<file path="src/design/lane_rotator_settings.svh">
// Lane rotator geometry: lane count, lane width and rotate select width
`ifndef LANE_ROTATOR_SETTINGS_SVH
`define LANE_ROTATOR_SETTINGS_SVH

// Byte lanes across the load data path
`define LR_LANES 16

// Bits carried by one lane
`define LR_LANE_WIDTH 8

// Rotate and algebraic select width
// Upper two bits pick a four-lane group step, lower two a single-lane step
`define LR_ROT_BITS 4

`endif

</file>
<file path="src/design/lane_rotator_pkg.sv">
// Lane rotator types: access size encoding and data, mask and select words
`default_nettype none

`include "lane_rotator_settings.svh"

package lane_rotator_pkg;

   // One-hot access size, leftmost bit is the full 16 byte access
   typedef enum logic [0:4] {
      size_16 = 5'b10000,
      size_8  = 5'b01000,
      size_4  = 5'b00100,
      size_2  = 5'b00010,
      size_1  = 5'b00001
   } opsize_e;

   // Lane 0 sits in the most significant bits of the word
   typedef logic [0:`LR_LANES-1][`LR_LANE_WIDTH-1:0] lane_data_t;

   typedef logic [0:`LR_LANES-1] lane_mask_t;

   typedef logic [0:`LR_ROT_BITS-1] rot_sel_t;

endpackage

`default_nettype wire

</file>
<file path="src/design/rot_ctl_stage.sv">
// Rotator control stage: resolves endian selects and registers them with the lane mask
`timescale 1ns/1ns
`default_nettype none

`include "lane_rotator_settings.svh"

module rot_ctl_stage (
   input  logic                        nclk,
   input  logic                        reset,
   input  logic                        le,
   input  logic                        algebraic,
   input  lane_rotator_pkg::opsize_e   opsize,
   input  lane_rotator_pkg::rot_sel_t  be_rotate_sel,
   input  lane_rotator_pkg::rot_sel_t  le_rotate_sel,
   input  lane_rotator_pkg::rot_sel_t  be_algebraic_sel,
   input  lane_rotator_pkg::rot_sel_t  le_algebraic_sel,
   output logic                        le_q,
   output logic                        algebraic_q,
   output lane_rotator_pkg::rot_sel_t  rot_sel,
   output lane_rotator_pkg::rot_sel_t  alg_sel,
   output lane_rotator_pkg::lane_mask_t lane_mask
);

   localparam int LANES     = `LR_LANES;
   localparam int SIZE_BITS = $bits(lane_rotator_pkg::opsize_e);

   lane_rotator_pkg::rot_sel_t   rot_sel_d;
   lane_rotator_pkg::rot_sel_t   alg_sel_d;
   lane_rotator_pkg::lane_mask_t lane_mask_d;

   // Only one select of each kind travels on to the data stage
   assign rot_sel_d = le ? le_rotate_sel : be_rotate_sel;
   assign alg_sel_d = le ? le_algebraic_sel : be_algebraic_sel;

   // A lane survives when the access reaches from it to the last lane
   always_comb begin
      lane_mask_d = '0;
      for (int i = 0; i < LANES; i++) begin
         for (int k = 0; k < SIZE_BITS; k++) begin
            if ((LANES >> k) >= (LANES - i)) begin
               lane_mask_d[i] = lane_mask_d[i] | opsize[k];
            end
         end
      end
   end

   always_ff @(posedge nclk) begin
      if (reset) begin
         le_q        <= 1'b0;
         algebraic_q <= 1'b0;
         rot_sel     <= '0;
         alg_sel     <= '0;
         // Decoded size_16, every lane enabled
         lane_mask   <= '1;
      end else begin
         le_q        <= le;
         algebraic_q <= algebraic;
         rot_sel     <= rot_sel_d;
         alg_sel     <= alg_sel_d;
         lane_mask   <= lane_mask_d;
      end
   end

endmodule

`default_nettype wire

</file>
<file path="src/design/rot_lane_rotate.sv">
// Rotator data path: bypass source select, endian reversal and two-step lane rotation
`timescale 1ns/1ns
`default_nettype none

`include "lane_rotator_settings.svh"

module rot_lane_rotate (
   input  logic                        le_q,
   input  lane_rotator_pkg::rot_sel_t  rot_sel,
   input  lane_rotator_pkg::lane_data_t arr_data,
   input  lane_rotator_pkg::lane_data_t stq7_rmw_data,
   input  lane_rotator_pkg::lane_data_t stq8_rmw_data,
   input  logic                        stq_byp_val,
   input  logic                        stq7_byp_val,
   output lane_rotator_pkg::lane_data_t rot_data,
   output lane_rotator_pkg::lane_data_t src_data
);

   localparam int LANES = `LR_LANES;
   // Lane distance of one group step
   localparam int GRP   = LANES / 4;

   lane_rotator_pkg::lane_data_t byp_data;
   lane_rotator_pkg::lane_data_t bele_data;
   lane_rotator_pkg::lane_data_t grp_data;

   // Store queue stage 7 wins over stage 8, and either wins over the array
   assign byp_data = stq7_byp_val ? stq7_rmw_data : stq8_rmw_data;
   assign src_data = stq_byp_val ? byp_data : arr_data;

   always_comb begin
      for (int i = 0; i < LANES; i++) begin
         bele_data[i] = le_q ? src_data[LANES-1-i] : src_data[i];
      end
   end

   // First level moves whole groups of four lanes to the right
   always_comb begin
      for (int i = 0; i < LANES; i++) begin
         case (rot_sel[0:1])
            2'd0:    grp_data[i] = bele_data[i];
            2'd1:    grp_data[i] = bele_data[(i + LANES - GRP) % LANES];
            2'd2:    grp_data[i] = bele_data[(i + LANES - 2 * GRP) % LANES];
            default: grp_data[i] = bele_data[(i + LANES - 3 * GRP) % LANES];
         endcase
      end
   end

   // Second level finishes with a shift of zero to three lanes
   always_comb begin
      for (int i = 0; i < LANES; i++) begin
         case (rot_sel[2:3])
            2'd0:    rot_data[i] = grp_data[i];
            2'd1:    rot_data[i] = grp_data[(i + LANES - 1) % LANES];
            2'd2:    rot_data[i] = grp_data[(i + LANES - 2) % LANES];
            default: rot_data[i] = grp_data[(i + LANES - 3) % LANES];
         endcase
      end
   end

endmodule

`default_nettype wire

</file>
<file path="src/design/rot_mask_stage.sv">
// Rotator output stage: lane masking, algebraic sign pick and output register
`timescale 1ns/1ns
`default_nettype none

`include "lane_rotator_settings.svh"

module rot_mask_stage (
   input  logic                         nclk,
   input  logic                         reset,
   input  lane_rotator_pkg::lane_data_t rot_data,
   input  lane_rotator_pkg::lane_data_t src_data,
   input  lane_rotator_pkg::lane_mask_t lane_mask,
   input  lane_rotator_pkg::rot_sel_t   alg_sel,
   input  logic                         algebraic_q,
   output lane_rotator_pkg::lane_data_t data_rot,
   output logic                         sign_bit
);

   localparam int LANES = `LR_LANES;
   localparam int MSB   = `LR_LANE_WIDTH - 1;
   localparam int GRP   = LANES / 4;

   lane_rotator_pkg::lane_data_t masked_data;
   logic [0:GRP-1]               grp_top;
   logic                         sign_d;

   always_comb begin
      for (int i = 0; i < LANES; i++) begin
         masked_data[i] = lane_mask[i] ? rot_data[i] : '0;
      end
   end

   // Sign comes from the source before rotation, first the four-lane group
   always_comb begin
      for (int j = 0; j < GRP; j++) begin
         case (alg_sel[0:1])
            2'd0:    grp_top[j] = src_data[j][MSB];
            2'd1:    grp_top[j] = src_data[GRP + j][MSB];
            2'd2:    grp_top[j] = src_data[2 * GRP + j][MSB];
            default: grp_top[j] = src_data[3 * GRP + j][MSB];
         endcase
      end
   end

   // then the lane within that group
   assign sign_d = algebraic_q & grp_top[alg_sel[2:3]];

   always_ff @(posedge nclk) begin
      if (reset) begin
         data_rot <= '0;
         sign_bit <= 1'b0;
      end else begin
         data_rot <= masked_data;
         sign_bit <= sign_d;
      end
   end

endmodule

`default_nettype wire

</file>
<file path="src/design/lane_rotator.sv">
// Load data lane rotator: control stage feeding the rotate and mask data stage
`timescale 1ns/1ns
`default_nettype none

module lane_rotator (
   input  logic                         nclk,
   input  logic                         reset,
   input  logic                         le,
   input  logic                         algebraic,
   input  lane_rotator_pkg::opsize_e    opsize,
   input  lane_rotator_pkg::rot_sel_t   be_rotate_sel,
   input  lane_rotator_pkg::rot_sel_t   le_rotate_sel,
   input  lane_rotator_pkg::rot_sel_t   be_algebraic_sel,
   input  lane_rotator_pkg::rot_sel_t   le_algebraic_sel,
   input  lane_rotator_pkg::lane_data_t arr_data,
   input  lane_rotator_pkg::lane_data_t stq7_rmw_data,
   input  lane_rotator_pkg::lane_data_t stq8_rmw_data,
   input  logic                         stq_byp_val,
   input  logic                         stq7_byp_val,
   output lane_rotator_pkg::lane_data_t data_rot,
   output logic                         sign_bit
);

   logic                         le_q;
   logic                         algebraic_q;
   lane_rotator_pkg::rot_sel_t   rot_sel;
   lane_rotator_pkg::rot_sel_t   alg_sel;
   lane_rotator_pkg::lane_mask_t lane_mask;
   lane_rotator_pkg::lane_data_t rot_data;
   lane_rotator_pkg::lane_data_t src_data;

   // Controls arrive one cycle ahead of the data they steer
   rot_ctl_stage i_ctl (
      .nclk             (nclk),
      .reset            (reset),
      .le               (le),
      .algebraic        (algebraic),
      .opsize           (opsize),
      .be_rotate_sel    (be_rotate_sel),
      .le_rotate_sel    (le_rotate_sel),
      .be_algebraic_sel (be_algebraic_sel),
      .le_algebraic_sel (le_algebraic_sel),
      .le_q             (le_q),
      .algebraic_q      (algebraic_q),
      .rot_sel          (rot_sel),
      .alg_sel          (alg_sel),
      .lane_mask        (lane_mask)
   );

   rot_lane_rotate i_rotate (
      .le_q          (le_q),
      .rot_sel       (rot_sel),
      .arr_data      (arr_data),
      .stq7_rmw_data (stq7_rmw_data),
      .stq8_rmw_data (stq8_rmw_data),
      .stq_byp_val   (stq_byp_val),
      .stq7_byp_val  (stq7_byp_val),
      .rot_data      (rot_data),
      .src_data      (src_data)
   );

   rot_mask_stage i_mask (
      .nclk        (nclk),
      .reset       (reset),
      .rot_data    (rot_data),
      .src_data    (src_data),
      .lane_mask   (lane_mask),
      .alg_sel     (alg_sel),
      .algebraic_q (algebraic_q),
      .data_rot    (data_rot),
      .sign_bit    (sign_bit)
   );

endmodule

`default_nettype wire

</file>
<file path="config.mk">
export PLATFORM = sky130hd
export DESIGN_NAME = lane_rotator
export DESIGN_NICKNAME = d
export VERILOG_FILES = /design/src/design/lane_rotator_pkg.sv /design/src/design/rot_ctl_stage.sv /design/src/design/rot_lane_rotate.sv /design/src/design/rot_mask_stage.sv /design/src/design/lane_rotator.sv
export VERILOG_INCLUDE_DIRS = /design/src /design/src/design
export SDC_FILE = /design/constraint.sdc
export NUM_CORES = 1
export LEC_CHECK = 0
export BUFFER_PORTS_ARGS = -buffer_cell sky130_fd_sc_hd__buf_4
export CORE_AREA = 2 2 213 215
export DETAILED_ROUTE_END_ITERATION = 7
export DIE_AREA = 0 0 215 217
export PLACE_DENSITY = 0.69
export RECOVER_POWER = 50
export SLEW_MARGIN = 5
export SYNTH_ARGS = -nofsm -noshare
export SYNTH_HDL_FRONTEND = slang
export SYNTH_SLANG_ARGS = --single-unit
</file>
<file path="constraint.sdc">
create_clock -name nclk -period 2.9 [get_ports nclk]
set_clock_uncertainty 0.1 [all_clocks]
set_input_delay 0.145 -clock nclk [delete_from_list [all_inputs] [get_ports nclk]]
set_output_delay 0.145 -clock nclk [all_outputs]
set_load 0.1 [all_outputs]
</file>
==> results of run 1 <==
## cell families (layout without fill, tap and decap cells)
logic type             after synthesis  count (layout)
AND/OR/NAND/NOR                    480             480
multiplexers                       428             428
other                                0               5
AO/OA/AOI/OAI                      671             671
buffers and inverters              218             812
flip-flops                         144             144
## cells in the mapped netlist (all sizes together), types with 5 or more instances
library cell,count
nor2,234
mux2i,151
a211oi,149
mux2,145
dfxtp,144
clkbuf,143
o22ai,142
mux4,132
a21oi,86
o21ai,75
nor3,71
buf,69
a2111oi,60
nor4,58
or2,46
a32oi,35
nand2,34
a22oi,24
o32ai,21
a221oi,18
o2111a,13
o211a,13
o221ai,12
nor2b,9
and2,6
nand2b,6
or3,6
inv,5
## flip-flops by register name (all words and copies together), names as in the netlist
name               cells
i_mask.data_rot      128
i_ctl.rot_sel          4
i_mask.sign_bit        1
i_ctl.algebraic_q      1
i_ctl.le_q             1
i_ctl.alg_sel          4
i_ctl.lane_mask        5
## per-stage QoR
step / hold WS [ns] / util (%)
after floorplan: 0.147 / -
after global placement: 0.243 / 50.8
after detailed placement: 0.249 / 50.8
after CTS: 0.00139 / 52.9
after global routing: 0.0374 / 52.1
final: 0.0250 / 52.1
## cell type report
type | count | area [µm²] | share of cell area, %
sequential | 144 | 2900 | 12.5
antenna | 5 | 12.5 | 0.0538
clock buffer | 17 | 425 | 1.83
multi-input combinational | 1579 | 13200 | 56.8
timing repair buffer | 774 | 5740 | 24.7
clock inverter | 15 | 186 | 0.801
tap | 600 | 751 | 3.23
inverter | 6 | 28.8 | 0.124
## power by group
part | switching (mW) | internal [mW] | total, mW | leakage (nW)
clock | 1.11 | 1.17 | 2.28 | 0.297
combinational | 4.49 | 2.09 | 6.59 | 7.56
sequential | 0.119 | 2.22 | 2.34 | 1.19
## final timing paths
kind	start	endpoint
max	i_ctl.rot_sel[2]	i_mask.data_rot[79]
min	reset	i_ctl.rot_sel[3]
max reg2reg	i_ctl.rot_sel[2]	i_mask.data_rot[79]
min reg2reg	i_ctl.alg_sel[1]	i_mask.sign_bit
## routing by layer
| layer | vias up | wire [µm] | GRT usage, % |
|---|---|---|---|
| li1 | 9119 | - | - |
| met1 | 10100 | 40700 | 55.6 |
| met2 | 1304 | 38900 | 55.3 |
| met3 | 90 | 10500 | 9.01 |
| met4 | 2 | 2080 | 9.40 |
| met5 | - | 13 | 0 |
## timing repair
item                       CTS  global route
gates resized for setup      4            29
hold endpoints to repair    13             0
hold buffers                31             0
setup buffers                0             3
gates cloned                 0             0
pin swaps                    0             5
setup endpoints to repair    7            61
==> results.cfg, run 1 <==
[logic_synthesis]
ys.warnings.count = 0
yosys.area_share.xor_xnor_pct = 0
syn_inst = 1941
synth_edf_count = 0
ys_ff_latch = 144
async_reset_ff_share_pct = 0
yosysTopAreaCellShare_pct = 17.6
yosysUniqueCellTypes = 53
yosys.area_share.simple_pct = 13.3
avgSynthCellArea_um2 = 8.72
ys_seq_area_share_pct = 17.0
synth-adder-area-share_pct = 0
synth_compound_area_share_pct = 28.0
yosys.area.top_type = mux4_2
syn-num-nets = 2352
ys.flop_type = dfxtp_1
synth_top_family_by_area = multiplexers
ys_top_cells_by_area = mux4_2, dfxtp_1, mux2_2
yosys-mux-area-fraction_pct = 36.1
synth_area_um2 = 16900

[worst_setup_path]
critPathBufInv = 4
cp.depth = 9
r2r_setup_slack_ns = 0.06
critPathKind = flip-flop to flip-flop
cp-end-kind = flip-flop
slowest_delay_ns = 0.49
crit_slowest_cell = a2111oi_2
path_delay_family = buffers and inverters
cp_max_fo = 19
path_cells = buf_4 -> clkinvlp_4 -> nand2_1 -> buf_4 -> o22ai_1 -> nor3_1 -> a21oi_1 -> a2111oi_2 -> buf_4
cp_common_cell = buf_4
critPathLaunchType = flip-flop
cp.required_ns = 3.19
worst_ep_arrival_time_ns = 3.13
rr_worst_depth = 9

[route]
drt_iter0_drc = 2543
routed_via_density = 6.57
drc = 0
wirelength_um = 92200
wl_per_cell_um = 29.4
firstDrtPassIters = 6
num_vias = 20600
postRouteAntennaNets = 0

[floorplanning]
die_y_um = 217
die_width_um = 215
start_util_pct = 37.9
num_rows = 78
core_um2 = 44700
die_area_um2 = 46700
io_pins = 540

[timing]
setup_violations = 0
hold_viol = 0
drv_slew = 0
worstMarginPinSlew_ns = 1.27
finalSetupTns_ns = 0
period_share_pct = 97.9
fin_ws_ns = 0.0604
max_slew_margin_pct = 15.6
period_minus_slack_ns = 2.84
clock.fmax_ghz = 0.352

[placement]
hpwl_um = 75200
gp_congestion = 1.04
placed_area_um2 = 22700
portBuffers = 539
dp.cells = 3069
dp_slack_ns = -0.232

[grt]
grt-ovfl-total = 0
grt_use_total_pct = 37.8
grt_max_degree = 85
antenna_found_initial = 8
grt_first_pass_wirelength_um = 131000
grt_pass1_vias = 19200

[cts]
cts_buffers = 17
clockBufferDepth = 2
root_buffer = clkbuf_16
cts.htree.levels = 4
clk_pin_slew_worst_paths_ns = 0.08
clock_latency_ns = 0.45
cts_tree = yes
cts.sinks = 144

[finish]
design_area_um2 = 23300
final_common_cell = buf_4
fillCellCount = 4355
syn_to_final_growth_pct = 37.4
drive_gt1_share_pct = 39.4
nNetsFinal = 2933
final_cell_mix = buf_4, nor2_1, mux2i_1
instances_no_fill = 3140

[min_path]
min_path_type = primary input to flip-flop
hold_depth = 2

[power_and_ir_drop]
vdd_ir_drop_max_mv = 0.581
power_density_nw_per_um2 = 482
p_total_mw = 11.2
p_leak_nw = 9.05

[status]
status = finished, final reports clean

[job]
maxCapViolations = 0
(Power assumes the default switching activity.)
==> run 2: changes to the inputs <==
Settings changed: CTS_BUF_LIST from default to sky130_fd_sc_hd__clkbuf_8.
==> run 2 against run 1 <==
Net effect:
- setup slack got worse by 0.033 ns
- count of clock-buffer cells in the layout unchanged
- global-route usage decreased by 0.074 points
- critical endpoint is now i_mask.data_rot[59]
- largest cell class unchanged
==> results.cfg, run 2 (same netlist as run 1, synthesis figures left out) <==
[status]
status = finished, final reports clean

[finish]
fillCellCount = 4358
drive_gt1_share_pct = 39.5
final_common_cell = buf_4
largest_reg_flops = 128
nNetsFinal = 2937
final_cell_mix = buf_4, nor2_1, mux2i_1
max_flop_register = i_mask.data_rot
reg.largest.list = i_mask.data_rot (128), i_ctl.lane_mask (5)
syn_to_final_growth_pct = 36.7

[route]
wl_per_cell_um = 29.2
wl_met3_um = 10400
postRouteAntennaNets = 0
wl_met1_um = 40700
highest_layer = met5
routed_via_density = 6.57
wl_met2_um = 38500
wirelength_um = 91900
drt_iter0_drc = 2380
drc = 0
num_vias = 20700
firstDrtPassIters = 6

[cts]
clockBufferDepth = 2
cts.sinks = 144
root_buffer = clkbuf_8
cts.htree.levels = 4
clock_latency_ns = 0.50
cts_tree = yes
cts_buffers = 17
clk_pin_slew_worst_paths_ns = 0.12

[worst_setup_path]
r2r_setup_slack_ns = 0.03
cp_common_cell = buf_4
cp.depth = 8
critPathKind = flip-flop to flip-flop
reg2reg_to = i_mask.data_rot[59]
cp_max_fo = 9
cp.required_ns = 3.19
crit_slowest_cell = nor3_1
cp-end-kind = flip-flop
critPathLaunchType = flip-flop
slowest_delay_ns = 0.92
critPathBufInv = 2
worst_ep_arrival_time_ns = 3.16
r2r_start = i_ctl.le_q
path_cells = buf_4 -> nor3b_4 -> buf_4 -> o211a_1 -> a2111oi_0 -> nor3_1 -> mux2i_1 -> o21ai_0
path_delay_family = simple AND/OR/NAND/NOR gates
rr_worst_depth = 8

[timing]
hold_viol = 0
period_minus_slack_ns = 2.87
clock.fmax_ghz = 0.348
max_slew_margin_pct = 14.5
drv_slew = 0
finalSetupTns_ns = 0
holdWs_ns = 0.271
period_share_pct = 99.0
setup_violations = 0
worstMarginPinSlew_ns = 1.29

[power_and_ir_drop]
switching_share_pct = 53.0
power_density_nw_per_um2 = 459
vdd_ir_drop_max_mv = 0.402
pwr-share-clk_pct = 15.9
switchingPower_mw = 5.63
p_total_mw = 10.6
p_seq_share_pct = 22.0
share_comb_of_total_power_pct = 62.1
p_leak_nw = 8.98
intPower_mw = 4.99

[min_path]
min-delay-start = arr_data[109]
hold_end = i_mask.data_rot[93]
min_path_type = primary input to flip-flop
hold_depth = 6

[floorplanning]
start_util_pct = 37.9
num_rows = 78
die_y_um = 217
die_area_um2 = 46700
io_pins = 540
die_width_um = 215
core_um2 = 44700

[placement]
gp_congestion = 1.04
portBuffers = 539
hpwl_um = 75200

[grt]
grt-ovfl-total = 0
grt_use_total_pct = 37.7
grt_pass1_vias = 19200
grt_max_degree = 85
antenna_found_initial = 8
grt_first_pass_wirelength_um = 131000

[job]
maxCapViolations = 0
## run 2: changes by cell type in the layout (fill, tap and decap cells not counted), sizes merged
cell         change
buf              +2
clkbuf           -2
dlygate4sd3      +4
## run 2: worst max-delay path by stage
stage | slack (ns) | start | endpoint
6_report | 0.03 | i_ctl.le_q | i_mask.data_rot[59]
5_1_grt | -0.03 | i_ctl.le_q | i_mask.data_rot[41]
4_1_cts | 0.008 | i_ctl.rot_sel[2] | i_mask.data_rot[79]
3_5_place_dp | -0.23 | i_ctl.rot_sel[2] | i_mask.data_rot[79]
3_3_place_gp | -0.38 | i_ctl.rot_sel[2] | i_mask.data_rot[79]
2_1_floorplan | 0.24 | i_ctl.le_q | i_mask.data_rot[124]
## run 2: repair_timing
| action | 4_1_cts | 5_1_grt |
|---|---|---|
| buffers inserted | 0 | 3 |
| gates resized for setup | 4 | 38 |
| setup endpoints to repair | 10 | 66 |
| hold buffers | 35 | 0 |
| endpoints found under the hold margin | 16 | 0 |
| pin swaps | 2 | 5 |
## run 2: worst register-to-register path: stages, from the launching register on
cell and delay [ns]:
dfxtp_4 0.46, buf_4 0.15, nor3b_4 0.18, buf_4 0.21, o211a_1 0.19, a2111oi_0 0.06
nor3_1 0.92, mux2i_1 0.25, o21ai_0 0.23
## run 2: cell type report
cell class / count / area (µm²) / share of cell area [%]
Sequential cell: 144 / 2900 / 12.5
Clock buffer: 17 / 234 / 1.01
Inverter: 6 / 28.8 / 0.124
Clock inverter: 15 / 186 / 0.805
Multi-Input combinational cell: 1579 / 13300 / 57.3
Tap cell: 600 / 751 / 3.24
Timing Repair Buffer: 778 / 5780 / 25.0
Antenna cell: 5 / 12.5 / 0.0540
## run 2: metal layers
metal  vias to the layer above  global-route usage, %
li1                       9116                      -
met2                      1344                   55.0
met4                         4                   9.70
met3                       121                   10.1
met1                     10100                   54.9
met5                         -                      0
## run 2: per-stage QoR
step | area [µm²] | utilization (%) | std cells | worst slack, ns
after floorplan | 16900 | - | 1941 | 0.240
after global placement | 22700 | 50.8 | 3069 | -0.383
after detailed placement | 22700 | 50.8 | 3069 | -0.232
after CTS | 23500 | 52.5 | 3136 | 0.00831
after global routing | 23200 | 51.8 | 3144 | -0.0272
final | 23200 | 51.8 | 3144 | 0.0277
## run 2: power groups by stage
stage          Clock, mW  Combinational [mW]  Sequential, mW
5_1_grt             1.78                6.82            2.36
3_3_place_gp           0                6.48            2.39
2_1_floorplan          0                2.41            4.01
6_report            1.69                6.60            2.34
3_5_place_dp           0                6.51            2.39
4_1_cts             1.69                6.57            2.34
